===== config.mk =====
export PLATFORM = sky130hd
export DESIGN_NAME = load_unit
export DESIGN_NICKNAME = d
export VERILOG_FILES = /design/src/load_unit_pkg.sv /design/src/load_issue_fsm.sv /design/src/load_result_align.sv /design/src/load_unit.sv
export SDC_FILE = /design/constraint.sdc
export NUM_CORES = 1
export LEC_CHECK = 0
export BUFFER_PORTS_ARGS = -buffer_cell sky130_fd_sc_hd__buf_2
export CAP_MARGIN = 20
export CORE_AREA = 2 2 239 241
export DETAILED_ROUTE_END_ITERATION = 12
export DIE_AREA = 0 0 241 243
export MAX_ROUTING_LAYER = met4
export PLACE_DENSITY = 0.47
export SKIP_LAST_GASP = 1
export SYNTH_ARGS = -nofsm -noshare
export SYNTH_HDL_FRONTEND = slang
export SYNTH_HIERARCHICAL = 1
export SYNTH_SLANG_ARGS = --single-unit

===== constraint.sdc =====
create_clock -name clk_i -period 4.6 [get_ports clk_i]
set_input_delay 1.15 -clock clk_i [delete_from_list [all_inputs] [get_ports clk_i]]
set_output_delay 1.15 -clock clk_i [all_outputs]
set_load 0.005 [all_outputs]

===== src/load_unit_pkg.sv =====
/*
 * load unit shared definitions
 * widths of the data cache port, the load operator and issue state encodings,
 * and the packed bundles passed between the load queue, the issue FSM,
 * the result aligner and the data cache
 */
`default_nettype none

package load_unit_pkg;

    // ------------------------------------------------------------------------
    // widths and constants
    // ------------------------------------------------------------------------

    // data and address width of the core
    parameter int unsigned XLEN               = 64;
    parameter int unsigned TRANS_ID_BITS      = 3;
    // the index is taken from the untranslated part of the virtual address
    parameter int unsigned DCACHE_INDEX_WIDTH = 12;
    parameter int unsigned DCACHE_TAG_WIDTH   = 44;
    parameter int unsigned PAGE_OFFSET_BITS   = 12;
    // the control CSR has to hold this value for the window to take effect
    parameter logic [XLEN-1:0] APPROX_ENABLE_KEY = 64'hA;

    // ------------------------------------------------------------------------
    // encodings
    // ------------------------------------------------------------------------

    // signed and unsigned forms of each size sit next to each other
    typedef enum logic [2:0] {
        LD, LW, LWU, LH, LHU, LB, LBU
    } load_op_e;

    typedef enum logic [2:0] {
        IDLE, WAIT_PAGE_OFFSET, WAIT_GNT, SEND_TAG,
        ABORT_TRANSACTION, WAIT_TRANSLATION, WAIT_FLUSH
    } load_state_e;

    // ------------------------------------------------------------------------
    // bundles
    // ------------------------------------------------------------------------

    // one entry of the load queue
    typedef struct packed {
        logic [TRANS_ID_BITS-1:0] trans_id;
        logic [XLEN-1:0]          vaddr;
        load_op_e                 op;
        logic [XLEN/8-1:0]        be;
    } load_req_t;

    // approximation window, both bounds are inclusive
    typedef struct packed {
        logic [XLEN-1:0] base;
        logic [XLEN-1:0] limit;
        logic [XLEN-1:0] key;
    } approx_csr_t;

    // request towards the data cache, the tag follows the index by one cycle
    typedef struct packed {
        logic [DCACHE_INDEX_WIDTH-1:0] address_index;
        logic [DCACHE_TAG_WIDTH-1:0]   address_tag;
        logic                          data_req;
        logic                          kill_req;
        logic                          tag_valid;
        logic [1:0]                    data_size;
        logic [XLEN/8-1:0]             data_be;
        logic                          approx;
    } dcache_req_t;

    typedef struct packed {
        logic            data_gnt;
        logic            data_rvalid;
        logic [XLEN-1:0] data_rdata;
    } dcache_rsp_t;

    // what the result path needs to know about the load in flight
    typedef struct packed {
        logic [TRANS_ID_BITS-1:0] trans_id;
        logic [2:0]               addr_offset;
        load_op_e                 op;
    } load_info_t;

endpackage

`default_nettype wire


===== src/load_issue_fsm.sv =====
/*
 * load issue FSM
 * takes one load at a time from the load queue, sends the cache index while
 * the address is being translated and the physical tag one cycle after the
 * grant, waits out page-offset conflicts with pending stores, retries after
 * a TLB miss and kills the outstanding request on a flush
 */
`timescale 1ns/100ps
`default_nettype none

module load_issue_fsm (
    input  wire                                   clk_i,
    input  wire                                   rst_ni,
    input  wire                                   flush_i,
    // load queue
    input  wire                                   valid_i,
    input  wire load_unit_pkg::load_req_t         load_req_i,
    output logic                                  pop_ld_o,
    // MMU
    output logic                                  translation_req_o,
    output logic [load_unit_pkg::XLEN-1:0]        vaddr_o,
    input  wire  [load_unit_pkg::XLEN-1:0]        paddr_i,
    input  wire                                   dtlb_hit_i,
    // store buffer address check
    output logic [load_unit_pkg::PAGE_OFFSET_BITS-1:0] page_offset_o,
    input  wire                                   page_offset_matches_i,
    input  wire load_unit_pkg::approx_csr_t       approx_csr_i,
    // data cache
    output load_unit_pkg::dcache_req_t            dcache_req_o,
    input  wire load_unit_pkg::dcache_rsp_t       dcache_rsp_i,
    // towards the result path
    output load_unit_pkg::load_info_t             load_info_o,
    output logic                                  in_flush_o,
    output logic                                  kill_o
);

    load_unit_pkg::load_state_e state_d, state_q;
    load_unit_pkg::load_state_e issue_state;
    load_unit_pkg::load_state_e gnt_state;
    load_unit_pkg::load_info_t  info_q;
    logic                       issue_trans_req;
    logic                       issue_data_req;
    logic                       issue_pop;
    logic                       data_req;
    logic                       kill_req;
    logic                       tag_valid;
    logic                       in_window;

    // the cache encodes the access size as log2 of the byte count
    function automatic logic [1:0] transfer_size(input load_unit_pkg::load_op_e op);
        logic [1:0] size;
        unique case (op)
            load_unit_pkg::LW, load_unit_pkg::LWU: size = 2'b10;
            load_unit_pkg::LH, load_unit_pkg::LHU: size = 2'b01;
            load_unit_pkg::LB, load_unit_pkg::LBU: size = 2'b00;
            default:                               size = 2'b11;
        endcase
        return size;
    endfunction

    // the MMU and the store buffer see the queue head directly
    assign vaddr_o       = load_req_i.vaddr;
    assign page_offset_o = load_req_i.vaddr[load_unit_pkg::PAGE_OFFSET_BITS-1:0];

    // a zero address never counts as approximate, even inside the window
    assign in_window = (load_req_i.vaddr != '0)
                    && (load_req_i.vaddr >= approx_csr_i.base)
                    && (load_req_i.vaddr <= approx_csr_i.limit)
                    && (approx_csr_i.key == load_unit_pkg::APPROX_ENABLE_KEY);

    // a granted request sends its tag next unless the TLB missed
    assign gnt_state = dtlb_hit_i ? load_unit_pkg::SEND_TAG : load_unit_pkg::ABORT_TRANSACTION;

    // ------------------------------------------------------------------------
    // new request, shared by IDLE and the tag cycle of the previous load
    // ------------------------------------------------------------------------
    always_comb begin : new_request
        issue_state     = load_unit_pkg::IDLE;
        issue_trans_req = 1'b0;
        issue_data_req  = 1'b0;
        issue_pop       = 1'b0;
        if (valid_i) begin
            // translation starts before the store check has settled, this eases timing
            issue_trans_req = 1'b1;
            if (page_offset_matches_i) begin
                issue_state = load_unit_pkg::WAIT_PAGE_OFFSET;
            end else begin
                issue_data_req = 1'b1;
                if (dcache_rsp_i.data_gnt) begin
                    issue_state = gnt_state;
                    issue_pop   = dtlb_hit_i;
                end else begin
                    issue_state = load_unit_pkg::WAIT_GNT;
                end
            end
        end
    end

    // ------------------------------------------------------------------------
    // load control
    // ------------------------------------------------------------------------
    always_comb begin : load_control
        state_d           = state_q;
        translation_req_o = 1'b0;
        pop_ld_o          = 1'b0;
        data_req          = 1'b0;
        kill_req          = 1'b0;
        tag_valid         = 1'b0;
        unique case (state_q)
            load_unit_pkg::IDLE: begin
                state_d           = issue_state;
                translation_req_o = issue_trans_req;
                data_req          = issue_data_req;
                pop_ld_o          = issue_pop;
            end
            // the request stays down until the conflicting store has drained
            load_unit_pkg::WAIT_PAGE_OFFSET: begin
                if (!page_offset_matches_i) begin
                    state_d = load_unit_pkg::WAIT_GNT;
                end
            end
            load_unit_pkg::WAIT_GNT: begin
                translation_req_o = 1'b1;
                data_req          = 1'b1;
                if (dcache_rsp_i.data_gnt) begin
                    state_d  = gnt_state;
                    pop_ld_o = dtlb_hit_i;
                end
            end
            // the tag from last cycle's translation goes out, the next load may be granted
            load_unit_pkg::SEND_TAG: begin
                tag_valid         = 1'b1;
                state_d           = issue_state;
                translation_req_o = issue_trans_req;
                data_req          = issue_data_req;
                pop_ld_o          = issue_pop;
            end
            // free the cache arbiter so the page table walker can serve the miss
            load_unit_pkg::ABORT_TRANSACTION: begin
                kill_req  = 1'b1;
                tag_valid = 1'b1;
                state_d   = load_unit_pkg::WAIT_TRANSLATION;
            end
            load_unit_pkg::WAIT_TRANSLATION: begin
                translation_req_o = 1'b1;
                if (dtlb_hit_i) begin
                    state_d = load_unit_pkg::WAIT_GNT;
                end
            end
            // the cache only acts on this kill if a request is outstanding
            load_unit_pkg::WAIT_FLUSH: begin
                kill_req  = 1'b1;
                tag_valid = 1'b1;
                state_d   = load_unit_pkg::IDLE;
            end
            default: begin
                state_d = load_unit_pkg::IDLE;
            end
        endcase
        if (flush_i) begin
            state_d = load_unit_pkg::WAIT_FLUSH;
        end
    end

    always_comb begin : compose_req
        dcache_req_o.address_index = load_req_i.vaddr[load_unit_pkg::DCACHE_INDEX_WIDTH-1:0];
        // paddr_i belongs to the load granted last cycle, it is valid in the tag cycle
        dcache_req_o.address_tag   = paddr_i[load_unit_pkg::DCACHE_TAG_WIDTH +
                                             load_unit_pkg::DCACHE_INDEX_WIDTH - 1 :
                                             load_unit_pkg::DCACHE_INDEX_WIDTH];
        dcache_req_o.data_req      = data_req;
        dcache_req_o.kill_req      = kill_req;
        dcache_req_o.tag_valid     = tag_valid;
        dcache_req_o.data_size     = transfer_size(load_req_i.op);
        dcache_req_o.data_be       = load_req_i.be;
        dcache_req_o.approx        = in_window;
    end

    assign kill_o      = kill_req;
    assign in_flush_o  = (state_q == load_unit_pkg::WAIT_FLUSH);
    assign load_info_o = info_q;

    always_ff @(posedge clk_i or negedge rst_ni) begin : state_reg
        if (!rst_ni) begin
            state_q <= load_unit_pkg::IDLE;
        end else begin
            state_q <= state_d;
        end
    end

    // only the most recent accepted load is kept
    always_ff @(posedge clk_i) begin : info_reg
        if (pop_ld_o) begin
            info_q.trans_id    <= load_req_i.trans_id;
            info_q.addr_offset <= load_req_i.vaddr[2:0];
            info_q.op          <= load_req_i.op;
        end
    end

endmodule

`default_nettype wire


===== src/load_result_align.sv =====
/*
 * load result aligner
 * moves the addressed bytes of the returned cache word down to bit 0,
 * extends them as the load operator asks and retires the load with its
 * transaction id
 */
`timescale 1ns/100ps
`default_nettype none

module load_result_align (
    input  wire load_unit_pkg::load_info_t              load_info_i,
    input  wire load_unit_pkg::dcache_rsp_t             dcache_rsp_i,
    input  wire                                         in_flush_i,
    input  wire                                         kill_i,
    output logic                                        valid_o,
    output logic [load_unit_pkg::TRANS_ID_BITS-1:0]     trans_id_o,
    output logic [load_unit_pkg::XLEN-1:0]              result_o
);

    logic [load_unit_pkg::XLEN-1:0] shifted_data;

    // ------------------------------------------------------------------------
    // retire
    // ------------------------------------------------------------------------

    // data that returns while the request is being killed or flushed is dropped
    assign valid_o    = dcache_rsp_i.data_rvalid && !in_flush_i && !kill_i;
    assign trans_id_o = load_info_i.trans_id;

    // ------------------------------------------------------------------------
    // realign and extend
    // ------------------------------------------------------------------------

    // rdata is the aligned double word, the byte offset selects the lane
    assign shifted_data = dcache_rsp_i.data_rdata >> {load_info_i.addr_offset, 3'b000};

    always_comb begin : result_mux
        unique case (load_info_i.op)
            load_unit_pkg::LW: begin
                result_o = {{32{shifted_data[31]}}, shifted_data[31:0]};
            end
            load_unit_pkg::LWU: begin
                result_o = {32'b0, shifted_data[31:0]};
            end
            load_unit_pkg::LH: begin
                result_o = {{48{shifted_data[15]}}, shifted_data[15:0]};
            end
            load_unit_pkg::LHU: begin
                result_o = {48'b0, shifted_data[15:0]};
            end
            load_unit_pkg::LB: begin
                result_o = {{56{shifted_data[7]}}, shifted_data[7:0]};
            end
            load_unit_pkg::LBU: begin
                result_o = {56'b0, shifted_data[7:0]};
            end
            // a double word needs no extension
            default: begin
                result_o = shifted_data;
            end
        endcase
    end

endmodule

`default_nettype wire


===== src/load_unit.sv =====
/*
 * load unit
 * data cache load port of a 64-bit in-order core, a request path that
 * talks to the load queue, the MMU, the store buffer and the cache,
 * followed by a result path towards writeback
 */
`timescale 1ns/100ps
`default_nettype none

module load_unit (
    input  wire                                         clk_i,
    input  wire                                         rst_ni,
    input  wire                                         flush_i,
    // load queue
    input  wire                                         valid_i,
    input  wire load_unit_pkg::load_req_t               load_req_i,
    output logic                                        pop_ld_o,
    // writeback
    output logic                                        valid_o,
    output logic [load_unit_pkg::TRANS_ID_BITS-1:0]     trans_id_o,
    output logic [load_unit_pkg::XLEN-1:0]              result_o,
    // MMU
    output logic                                        translation_req_o,
    output logic [load_unit_pkg::XLEN-1:0]              vaddr_o,
    input  wire  [load_unit_pkg::XLEN-1:0]              paddr_i,
    input  wire                                         dtlb_hit_i,
    // CSR file
    input  wire load_unit_pkg::approx_csr_t             approx_csr_i,
    // store buffer address check
    output logic [load_unit_pkg::PAGE_OFFSET_BITS-1:0]  page_offset_o,
    input  wire                                         page_offset_matches_i,
    // data cache
    output load_unit_pkg::dcache_req_t                  dcache_req_o,
    input  wire load_unit_pkg::dcache_rsp_t             dcache_rsp_i
);

    load_unit_pkg::load_info_t load_info;
    logic                      in_flush;
    logic                      kill;

    // request path
    load_issue_fsm u_issue (
        .clk_i                 (clk_i),
        .rst_ni                (rst_ni),
        .flush_i               (flush_i),
        .valid_i               (valid_i),
        .load_req_i            (load_req_i),
        .pop_ld_o              (pop_ld_o),
        .translation_req_o     (translation_req_o),
        .vaddr_o               (vaddr_o),
        .paddr_i               (paddr_i),
        .dtlb_hit_i            (dtlb_hit_i),
        .page_offset_o         (page_offset_o),
        .page_offset_matches_i (page_offset_matches_i),
        .approx_csr_i          (approx_csr_i),
        .dcache_req_o          (dcache_req_o),
        .dcache_rsp_i          (dcache_rsp_i),
        .load_info_o           (load_info),
        .in_flush_o            (in_flush),
        .kill_o                (kill)
    );

    // result path, combinational from the captured load and the response
    load_result_align u_align (
        .load_info_i  (load_info),
        .dcache_rsp_i (dcache_rsp_i),
        .in_flush_i   (in_flush),
        .kill_i       (kill),
        .valid_o      (valid_o),
        .trans_id_o   (trans_id_o),
        .result_o     (result_o)
    );

endmodule

`default_nettype wire


* Word-level counts from Yosys, hierarchy flattened
Index checks and enable logic that the tools add are counted.
Cells by class: add/sub/neg operators 0, multipliers 0, divide/modulo/power cells 0, $lt $le $gt $ge 2, eq/ne operators 22, shifts and indexed selects 1, mux-type cells 22, bitwise operators 0, reductions and logical operators 17
Operators by type and width (number):
- $pmux W64 S6 | 1
- $eq A64 B4 Y1 const B | 1
- $ge A64 B64 Y1 | 1
- $le A64 B64 Y1 | 1
- $reduce_bool A64 Y1 | 1
- $shr A64 B6 Y64 | 1
- $eq A3 B3 Y1 const B | 9
- $mux W3 | 8
- $eq A3 B2 Y1 const B | 6
- $pmux W3 S5 | 1
- $reduce_or A2 Y1 | 6
- $eq A3 B1 Y1 const B | 3
- $ne A3 B3 Y1 const B | 3
- $mux W1 | 8
- $pmux W1 S2 | 3
- $pmux W2 S3 | 1
- $logic_and A1 B1 Y1 | 5
- $logic_not A3 Y1 | 1
- $reduce_and A3 Y1 | 1
- $reduce_or A3 Y1 | 1
- $logic_not A1 Y1 | 2
Storage, ports and cells: bits in registers 12, bits in latches 0, bits in writable memories 0, memory bits (read-only) 0, bits of input ports 406, output and inout bits 216, word-level logic and storage cells 68, memories kept 0

* Logic depth before layout (Yosys ltp)
Gate-level depths: netlist of the first run.
depth after elaboration 6, gate-level depth with buffers 11, gate-level depth less buffers 10

* By module
Netlist of the first run, hierarchy kept.
By module, submodules not included:
- load_issue_fsm | instances 1, cells an instance 688, area an instance 5119.9 um^2, seq. area each 345.3 um^2
- load_result_align | instances 1, cells an instance 284, area an instance 2502.4 um^2, seq. area each 0.0 um^2

* Worst setup path after synthesis of the first run
No wires, ideal clock.
path kind input-to-output, start point input port load_req_i[11] (netlist name), end point output port dcache_req_o[0] (netlist name), data arrival time 3.197 ns, required time 3.450 ns, path slack 0.253 ns, cell stages on the path 11, path buffers 1, cells stage by stage inv_1 -> ha_1 -> nand2b_1 -> a21o_1 -> a211oi_1 -> o31a_1 -> o41ai_1 -> or3b_1 -> a41o_1 -> a221oi_2 -> buf_4
Between the ends: cells in the longest elaborated chain, start to end 4, elaborated cells on any way between the ends 6, classes of those cells 2 x order compare; 4 x reduce/logical
RTL lines:
- from (decl) | RTL line load_unit.sv:16 | input wire load_unit_pkg::load_req_t load_req_i,
- $ge A64 B64 Y1 / $reduce_bool A64 Y1 (equally long branches) | RTL line load_issue_fsm.sv:67, load_issue_fsm.sv:66
- $logic_and A1 B1 Y1 | RTL line load_issue_fsm.sv:67 | && (load_req_i.vaddr >= approx_csr_i.base)
- $logic_and A1 B1 Y1 (*) | RTL line load_issue_fsm.sv:68 | && (load_req_i.vaddr <= approx_csr_i.limit)
- $logic_and A1 B1 Y1 (*) | RTL line load_issue_fsm.sv:69 | && (approx_csr_i.key == load_unit_pkg::APPROX_ENABLE_KEY);
- to (decl) | RTL line load_unit.sv:33 | output load_unit_pkg::dcache_req_t dcache_req_o,
Every way passes the cells marked *; elsewhere a longest branch is shown, timed or not.

==> impl_metrics.env, run 1 <==
export IMPL_synth_cell_types=70
export IMPL_core_area_sq_mm=0.0560
export IMPL_ff_latch_area_sq_um=345
export IMPL_grt_overflow_total=0
export IMPL_final_cells=2101
export IMPL_grt_pass1_vias=9008
export IMPL_powerDensity_mw_per_mm2=124
export IMPL_seq_area_frac_synth_pct=4.53
export IMPL_synth_ff_type="edfxtp_1"
export IMPL_initial_utilization_pct=13.6
export IMPL_vias_per_cell=4.24
export IMPL_worst_slew_pin_slew_ns=0.761
export IMPL_drive_above_1_share_pct=45.7
export IMPL_clk_path_buf_depth=2
export IMPL_grt_max_degree=61
export IMPL_nNetsFinal=1876
export IMPL_multi_input_area_sq_mm=0.00551
export IMPL_status="finished with violations"
export IMPL_wl_met2_um=20900
export IMPL_reg2reg_to="u_issue/load_info_o[2]"
export IMPL_synthesis_nets=1506
export IMPL_htree_levels=1
export IMPL_cts_made_buffers=3
export IMPL_die_w_um=241
export IMPL_async_flop_share_pct=25.0
export IMPL_p_leak_nw=5.64
export IMPL_start_kind="primary input"
export IMPL_crit_slowest_cell="or4_4"
export IMPL_syn_cell_area_sq_mm=0.00762
export IMPL_p_comb_share_pct=74.1
export IMPL_cap_violations=0
export IMPL_synth_cells=972
export IMPL_grt_setup_unrepaired="yes"
export IMPL_seq_power_share_pct=11.1
export IMPL_die_area_sq_mm=0.0586
export IMPL_dpl_hpwl_um=36300
export IMPL_maxSlewHeadroom_pct=49.1
export IMPL_place_ws_ns=-0.346
export IMPL_antenna_found_initial=3
export IMPL_dr_max_layer_used="met4"
export IMPL_clk_latency_ns=0.27
export IMPL_dp_cells=2091
export IMPL_holdPathStages=2
export IMPL_r2r_slack_ns=2.57
export IMPL_areaGrowthSynthToFinish_pct=35.7
export IMPL_switching_share_pct=47.2
export IMPL_cts_tree="done"
export IMPL_syn_area_per_cell_sq_um=7.84
export IMPL_finalHoldViolations=0
export IMPL_slew_viol_final=0
export IMPL_fin_ws_ns=-0.00203
export IMPL_die_h_um=243
export IMPL_required_ns=3.45
export IMPL_routed_wl_um=40900
export IMPL_crit_arrival_ns=3.45
export IMPL_p_sw_mw=0.603
export IMPL_p_int_mw=0.675
export IMPL_place_gp_congestion=0.930
export IMPL_synth_edf_count=9
export IMPL_cp_cell_sequence="buf_2, ha_1, nand4_1, or4_4, buf_6, nor4_4, buf_4, nand2b_2, a221oi_2, buf_2"
export IMPL_ys_warn_count=6
export IMPL_period_needed_ns=4.60
export IMPL_skew_ns=0.0107
export IMPL_wl_met3_um=2960
export IMPL_p_clk_share_pct=14.9
export IMPL_grt_pass1_wl_um=57300
export IMPL_timing_final_crit_share_pct=100
export IMPL_ys_ff_latch=12
export IMPL_hold_start="u_issue/state_q[1]"
export IMPL_max_stage_delay_ns=0.61
export IMPL_setup_viol=1
export IMPL_routedWlPerCell_um=19.5
export IMPL_min_path_type="flop to flop"
export IMPL_first_pass_iters=4
export IMPL_nFillCells=6447
export IMPL_peakVddDrop_uv=103
export IMPL_hold_end="u_issue/state_q[1]"
export IMPL_rr_startpoint="u_issue/state_q[0]"
export IMPL_violations="setup timing"
export IMPL_startpoint="load_req_i[26]"
export IMPL_endpoint_kind="primary output"
export IMPL_path_clk_slew_ns=0.06
export IMPL_first_iter_violations=322
export IMPL_clock_root_buffer="clkbuf_16"
export IMPL_rows=87
export IMPL_drc=0
export IMPL_totalPowerFinal_mw=1.28
export IMPL_r2r_cells=5
export IMPL_path_max_fanout=2
export IMPL_ioPinCount=622
export IMPL_fmax_mhz=217
export IMPL_port_buffer_count=497
export IMPL_met1_length_um=15300
export IMPL_critPathKind="primary input to primary output"
export IMPL_vias=8914
export IMPL_cpMostUsedCell="buf_2"
export IMPL_cts_hold_buf=0
export IMPL_timing_hold_ws_ns=0.641
export IMPL_clock_sinks=12
export IMPL_grt_usage_pct=13.6
export IMPL_antenna_left=0
## cells by family after synthesis
kind of cell,share of synthesized area [%]
buffers and inverters,25.0
and+or+nand+nor,19.2
AOI/OAI and AO/OA,13.9
adders and majority gates,21.0
muxes,16.0
DFF,4.53
xor gates and xnor gates,0.460
## critical path: cells and delay by family
kind / cells / cell delay (ns)
simple gates: 4 / 1.11
buf+inv: 4 / 0.58
fa+ha+maj: 1 / 0.36
compound gates: 1 / 0.25
## power by group through the flow
stage	logic, mW	registers (mW)	clock network [mW]
after floorplan	0.534	0.135	0
after global placement	0.921	0.143	0
after detailed placement	0.929	0.143	0
after CTS	0.947	0.141	0.202
after global routing	1.05	0.143	0.204
final	0.947	0.141	0.190
## layout make-up
| class | instances | share of cell area (%) |
|---|---|---|
| tap | 756 | 9.14 |
| sequential | 12 | 3.34 |
| inverter | 135 | 4.92 |
| multi-input combinational | 638 | 53.2 |
| timing repair buffer | 552 | 28.5 |
| antenna | 4 | 0.0968 |
| clock buffer | 3 | 0.726 |
| clock inverter | 1 | 0.0363 |
## synthesized netlist by cell type (all sizes together), types with 2 or more instances
cell type	number	area (sq um)
o31a	2	17.5
edfxtp	9	270
mux4	29	691
or4	2	16.3
o22ai	2	12.5
o21bai	2	18.8
nand3	39	195
a221oi	4	41.3
nand2b	6	47.5
and3	10	63.8
mux2	10	116
nor3b	2	15.0
mux2i	41	410
a21o	17	129
xor2	3	26.3
o21ai	35	186
nor2b	16	105
ha	128	1600
nor4b	3	26.3
nor3	4	20.0
nand4	59	375
nor2	21	78.8
a21oi	51	267
a211oi	7	52.6
o2111ai	6	52.6
dfrtp	3	75.1
nor4	37	238
a31oi	2	12.5
inv	135	507
o2bb2ai	16	140
o211ai	2	15.0
buf	180	1370
or3	2	12.5
a2111oi	3	26.3
a22oi	2	15.0
clkbuf	7	26.3
nand2	62	235
## worst max-delay path by stage
stage | endpoint | cells past startpoint
6_report | dcache_req_o[0] | 10
5_1_grt | dcache_req_o[0] | 10
4_1_cts | dcache_req_o[0] | 12
3_5_place_dp | dcache_req_o[0] | 12
3_3_place_gp | dcache_req_o[0] | 13
2_1_floorplan | dcache_req_o[0] | 11
## flip-flops by register name (all words and copies together), names as in the netlist
name,flops
u_issue/load_info_o,9
u_issue/state_q,3
## layout by cell type (no fill, tap or decap), types with 4 or more instances in the layout
cell and instances:
inv_1 134, nor3_1 4, nand3_1 39, nor2_1 21, mux4_1 10, o2bb2ai_1 16, edfxtp_1 9, a21oi_1 48
a21o_1 16, mux2i_1 41, buf_2 496, ha_1 126, o2111ai_1 6, nand4_1 58, mux4_2 19, o21ai_0 25
o21ai_1 8, nand2_1 61, and3_1 9, nor2b_1 14, a211oi_1 6, diode_2 4, mux2_2 9, buf_4 51
nor4_1 35
## timing repair
item	4_1_cts	5_1_grt
setup endpoints to repair	1	1
pin swaps	11	7
buffers inserted	1	1
gates resized for setup	19	8
## stage by stage
stage / TNS, ns / util [%] / area [sq um]
global route: -0.0562 / 18.5 / 10300
global placement: -0.336 / 18.0 / 10100
floorplan: 0 / - / 7620
detailed placement: -0.346 / 18.0 / 10100
finish: -0.00203 / 18.5 / 10300
CTS: 0 / 18.4 / 10300
## routing by layer
metal,global-route usage [%],vias to the layer above
met2,24.8,501
met4,6.10,0
met3,2.40,53
met1,14.0,4217
met5,-,-
li1,-,4143
(Power assumes the default switching activity.)
==> run 2, diff against run 1 <==
- PLACE_DENSITY: 0.47 -> unset
==> run 2 against run 1 <==
Compared with the run above: the run still ends with setup timing left; design area up 1.1%; die area unchanged; fmax down 0.81%; sequential cell count unchanged; register-to-register slack better by 0.23 ns; global-route usage up 0.11 points; count of clock-buffer cells in the layout unchanged; critical path type unchanged.
==> impl_metrics.env, run 2 (synthesis gave the netlist of run 1 again) <==
export IMPL_port_buffer_count=497
export IMPL_totalPowerFinal_mw=1.27
export IMPL_routedWlPerCell_um=19.7
export IMPL_p_leak_nw=5.72
export IMPL_dp_cells=2117
export IMPL_postPlaceCellArea_sq_mm=0.0103
export IMPL_postCtsSetupRepairBufs=0
export IMPL_finalHoldViolations=0
export IMPL_p_sw_mw=0.583
export IMPL_min_path_type="flop to flop"
export IMPL_p_clk_share_pct=14.2
export IMPL_clk_path_buf_depth=2
export IMPL_cts_tree="done"
export IMPL_max_stage_delay_ns=0.35
export IMPL_routed_wl_um=41900
export IMPL_place_ws_ns=-0.346
export IMPL_crit_slowest_cell="or3b_1"
export IMPL_r2r_slack_ns=2.80
export IMPL_switching_share_pct=46.1
export IMPL_endpoint_kind="primary output"
export IMPL_period_needed_ns=4.64
export IMPL_p_int_mw=0.683
export IMPL_seq_power_share_pct=11.4
export IMPL_fin_setup_tns_ns=-0.0395
export IMPL_p_comb_share_pct=74.4
export IMPL_fin_ws_ns=-0.0395
export IMPL_grt_max_degree=62
export IMPL_skew_ns=0.00972
export IMPL_die_h_um=243
export IMPL_maxSlewHeadroom_pct=44.7
export IMPL_final_cells=2125
export IMPL_clock_root_buffer="clkbuf_16"
export IMPL_drc=0
export IMPL_path_clk_slew_ns=0.06
export IMPL_vias=8923
export IMPL_final_area_sq_mm=0.0105
export IMPL_grt_pass1_vias=8560
export IMPL_grt_overflow_total=0
export IMPL_die_w_um=241
export IMPL_areaGrowthSynthToFinish_pct=37.2
export IMPL_fmax_mhz=216
export IMPL_first_iter_violations=286
export IMPL_powerDensity_mw_per_mm2=121
export IMPL_largest_register_ffs=9
export IMPL_nFillCells=6540
export IMPL_layout_commonest_cell="buf_2"
export IMPL_cap_violations=0
export IMPL_path_max_fanout=2
export IMPL_rows=87
export IMPL_die_area_sq_mm=0.0586
export IMPL_crit_arrival_ns=3.49
export IMPL_status="finished with violations"
export IMPL_timing_hold_ws_ns=0.616
export IMPL_cpMostUsedCell="buf_2"
export IMPL_vias_per_cell=4.20
export IMPL_nNetsFinal=1900
export IMPL_clock_sinks=12
export IMPL_dpl_hpwl_um=37700
export IMPL_grt_usage_pct=13.7
export IMPL_clk_latency_ns=0.26
export IMPL_cts_made_buffers=3
export IMPL_first_pass_iters=5
export IMPL_antenna_found_initial=9
export IMPL_setup_viol=1
export IMPL_drive_above_1_share_pct=46.2
export IMPL_cts_hold_buf=0
export IMPL_final_cell_mix="493 x buf_2, 133 x inv_1, 126 x ha_1"
export IMPL_timing_final_crit_share_pct=101
export IMPL_grt_pass1_wl_um=56400
export IMPL_initial_utilization_pct=13.6
export IMPL_antenna_left=0
export IMPL_slew_viol_final=0
export IMPL_critPathKind="primary input to primary output"
export IMPL_grt_setup_unrepaired="yes"
export IMPL_start_kind="primary input"
export IMPL_required_ns=3.45
export IMPL_core_area_sq_mm=0.0560
export IMPL_cp_cell_sequence="buf_2, inv_1, ha_1, a21oi_1, nor2b_2, nor4_1, o31a_1, o41ai_2, buf_4, or3b_1, a41o_1, a221oi_2, buf_2"
export IMPL_worst_slew_pin_slew_ns=0.830
export IMPL_violations="setup timing"
export IMPL_htree_levels=1
export IMPL_final_core_util_pct=18.7
export IMPL_ioPinCount=622
export IMPL_peakVddDrop_uv=101
export IMPL_place_gp_congestion=1.01
run 2: cell count changes in the layout (fill, tap and decap cells not counted), sizes merged:
cell  delta
buf     +24
run 2: layout make-up:
class                           instances  area (sq um)  area share (%)
Antenna cell                            4          10.0          0.0957
Timing Repair Buffer                  576          3140            30.0
Inverter                              135           509            4.87
Tap cell                              756           946            9.05
Multi-Input combinational cell        638          5430            51.9
Clock buffer                            3          75.1           0.718
Clock inverter                          1          3.75          0.0359
Sequential cell                        12           345            3.30
run 2: worst max-delay path, delay by kind of cell:
family                   cells  cell delay (ns)
AO/OA/AOI/OAI                5             0.96
AND/OR/NAND/NOR              3             0.63
buffers and inverters        4             0.48
adder cells (fa/ha/maj)      1             0.28
run 2: per-layer routing:
metal / track usage (%) / wire (um)
met1: 13.4 / 14700
met3: 2.17 / 3200
met4: 7.10 / 2240
met2: 25.6 / 21700
met5: - / 0
run 2: power by group through the flow:
stage	Clock (mW)	Sequential (mW)	Combinational (mW)
6_report	0.180	0.144	0.943
5_1_grt	0.186	0.146	1.04
4_1_cts	0.187	0.144	0.948
3_5_place_dp	0	0.146	0.936
3_3_place_gp	0	0.146	0.934
2_1_floorplan	0	0.135	0.534
run 2: worst paths after layout:
kind,start,endpoint,cells past startpoint
setup / recovery,approx_csr_i[137],dcache_req_o[0],13
hold / removal,u_issue/state_q[1],u_issue/state_q[1],2
setup reg to reg,u_issue/state_q[0],u_issue/load_info_o[1],5
hold reg to reg,u_issue/state_q[1],u_issue/state_q[1],2
max in group asynchronous,rst_ni,u_issue/state_q[1],1
min in group asynchronous,rst_ni,u_issue/state_q[0],1
run 2: what timing repair did:
action	CTS	global route
endpoints found under the hold margin	0	0
endpoints found under the setup margin	1	1
gates cloned	0	0
pin swaps	7	0
gates resized for setup	18	1
==> run 3, diff against run 2 <==
- ABC_AREA: unset -> 1
- CORE_AREA: 2 2 239 241 -> 2 2 245 247
- DIE_AREA: 0 0 241 243 -> 0 0 247 249
- SETUP_SLACK_MARGIN: unset -> 0.1
==> run 3 against run 2 <==
Compared with the run above: the run now ends clean; first-iteration DRC count up 4.5%; register-to-register slack worse by 0.13 ns; critical path depth down 2; area after synthesis up 1.8%; synthesized cell count up 36%; highest routed layer unchanged.
==> impl_metrics.env, run 3 <==
export IMPL_critPathKind="primary input to primary output"
export IMPL_routedWlPerCell_um=16.7
export IMPL_cts_hold_buf=0
export IMPL_slew_viol_final=0
export IMPL_dp_cells=2420
export IMPL_fmax_mhz=239
export IMPL_min_path_type="flop to flop"
export IMPL_vias=9696
export IMPL_worst_slew_pin_slew_ns=0.793
export IMPL_cp_cell_sequence="buf_2, ha_1, nand2_1, nor2_1, nand4_1, nor2_1, nand2_1, nor3_1, a21oi_1, nor2_1, buf_2"
export IMPL_first_iter_violations=299
export IMPL_ff_latch_area_sq_um=345
export IMPL_grt_usage_pct=12.6
export IMPL_synth_fa_ha_area_share_pct=20.6
export IMPL_synth_most_common_cell="nand2_1"
export IMPL_path_clk_slew_ns=0.04
export IMPL_setup_viol=0
export IMPL_yosys_top_cells_area="ha_1 21%, nand2_1 17%, buf_4 15%"
export IMPL_cap_violations=0
export IMPL_grt_setup_unrepaired="no"
export IMPL_clk_latency_ns=0.23
export IMPL_synth_compound_area_share_pct=12.5
export IMPL_grt_overflow_total=0
export IMPL_wl_met3_um=3390
export IMPL_cpMostUsedCell="nor2_1"
export IMPL_first_pass_iters=5
export IMPL_initial_utilization_pct=13.2
export IMPL_place_gp_congestion=0.995
export IMPL_powerDensity_mw_per_mm2=124
export IMPL_clk_path_buf_depth=2
export IMPL_syn_cell_area_sq_mm=0.00776
export IMPL_htree_levels=1
export IMPL_wl_met2_um=20300
export IMPL_ioPinCount=622
export IMPL_place_ws_ns=0.377
export IMPL_dr_max_layer_used="met4"
export IMPL_maxSlewHeadroom_pct=46.6
export IMPL_period_needed_ns=4.18
export IMPL_cts_made_buffers=3
export IMPL_post_cts_resized=0
export IMPL_nFillCells=6923
export IMPL_die_w_um=247
export IMPL_dpl_hpwl_um=36100
export IMPL_endpoint_kind="primary output"
export IMPL_grt_pass1_wl_um=56700
export IMPL_met1_length_um=15200
export IMPL_holdPathStages=2
export IMPL_layout_commonest_cell="buf_2"
export IMPL_fin_setup_tns_ns=0
export IMPL_drc=0
export IMPL_synth_edf_count=9
export IMPL_async_flop_share_pct=25.0
export IMPL_synth_top_family_by_area="simple AND/OR/NAND/NOR gates"
export IMPL_seq_area_frac_synth_pct=4.45
export IMPL_required_ns=3.45
export IMPL_cts_tree="done"
export IMPL_muxShareOfSynthArea_pct=0
export IMPL_drive_above_1_share_pct=33.9
export IMPL_grt_max_degree=76
export IMPL_status="finished, final reports clean"
export IMPL_final_cell_mix="497 x buf_2, 360 x nand2_1, 189 x inv_1"
export IMPL_antenna_left=0
export IMPL_crit_slowest_cell="nor2_1"
export IMPL_antenna_found_initial=12
export IMPL_yosys_area_share_simple_pct=35.5
export IMPL_timing_final_crit_share_pct=90.9
export IMPL_path_max_fanout=6
export IMPL_final_cells=2435
export IMPL_synth_cell_types=42
export IMPL_die_h_um=249
export IMPL_clock_sinks=12
export IMPL_netlist_area_leader_share_pct=20.6
export IMPL_max_stage_delay_ns=0.34
export IMPL_timing_hold_ws_ns=0.598
export IMPL_core_area_sq_mm=0.0587
export IMPL_areaGrowthSynthToFinish_pct=30.2
export IMPL_peakVddDrop_uv=76.1
export IMPL_synth_top_area_cell="ha_1"
export IMPL_postCtsSetupRepairBufs=0
export IMPL_skew_ns=0.000802
export IMPL_port_buffer_count=497
export IMPL_synthTopCellsByCount="360 x nand2_1, 189 x inv_1, 152 x buf_4"
export IMPL_nNetsFinal=2186
export IMPL_synth_cells=1324
export IMPL_vias_per_cell=3.98
export IMPL_synth_ff_type="edfxtp_1"
export IMPL_grt_pass1_vias=9354
export IMPL_p_leak_nw=5.92
export IMPL_start_kind="primary input"
export IMPL_routed_wl_um=40700
export IMPL_synthesis_nets=1858
export IMPL_multi_input_area_sq_mm=0.00532
export IMPL_clock_root_buffer="clkbuf_16"
export IMPL_syn_area_per_cell_sq_um=5.86
export IMPL_ys_warn_count=6
export IMPL_synth_xor_area_share_pct=0
export IMPL_largest_register_ffs=9
export IMPL_r2r_cells=6
export IMPL_fin_ws_ns=0.419
export IMPL_ys_ff_latch=12
export IMPL_crit_arrival_ns=3.03
export IMPL_finalHoldViolations=0
export IMPL_rows=89
export IMPL_die_area_sq_mm=0.0615
run 3: final cells by class:
cell class	instances	area share, %
timing repair buffer	516	26.0
multi-input combinational	923	52.6
inverter	196	7.30
tap	773	9.57
clock buffer	4	0.780
antenna	11	0.272
sequential	12	3.42
run 3: routing by layer:
| metal | vias up | global-route usage [%] |
|---|---|---|
| met5 | - | - |
| met4 | 0 | 5.47 |
| met3 | 71 | 2.39 |
| met2 | 514 | 23.0 |
| met1 | 4263 | 13.1 |
| li1 | 4848 | - |
run 3: worst max-delay path, delay by kind of cell:
kind	cells	cell delay [ns]
simple gates	7	1.23
compound gates	1	0.06
fa+ha+maj	1	0.30
buf+inv	2	0.30
run 3: worst paths after layout:
path                                    start                      to  slack, ns
hold / removal             u_issue/state_q[2]      u_issue/state_q[2]       0.60
min in group asynchronous              rst_ni      u_issue/state_q[0]       0.70
hold reg to reg            u_issue/state_q[2]      u_issue/state_q[2]       0.60
setup reg to reg           u_issue/state_q[2]  u_issue/load_info_o[2]       2.67
max in group asynchronous              rst_ni      u_issue/state_q[2]       3.80
setup / recovery               load_req_i[18]         dcache_req_o[0]       0.42
run 3: where the power goes:
| part | leakage, nW | internal (mW) | switching (mW) | total, mW |
|---|---|---|---|---|
| sequential | 0.117 | 0.130 | 0.0119 | 0.142 |
| combinational | 5.76 | 0.389 | 0.561 | 0.950 |
| clock | 0.0382 | 0.116 | 0.0419 | 0.158 |
run 3: kinds of logic (layout without fill, tap and decap cells):
kind of cell | Yosys count | in the layout
fa+ha+maj | 128 | 128
buf+inv | 389 | 716
other cells | 0 | 11
compound gates | 176 | 176
simple gates | 619 | 619
flops | 12 | 12
run 3: stage by stage:
| step | power, mW | area (sq um) | utilization (%) |
|---|---|---|---|
| 6_report | 1.25 | 10100 | 17.2 |
| 3_3_place_gp | 1.10 | 10000 | 17.0 |
| 5_1_grt | 1.39 | 10100 | 17.2 |
| 3_5_place_dp | 1.10 | 10000 | 17.0 |
| 2_1_floorplan | 0.723 | 7760 | - |
| 4_1_cts | 1.27 | 10100 | 17.2 |
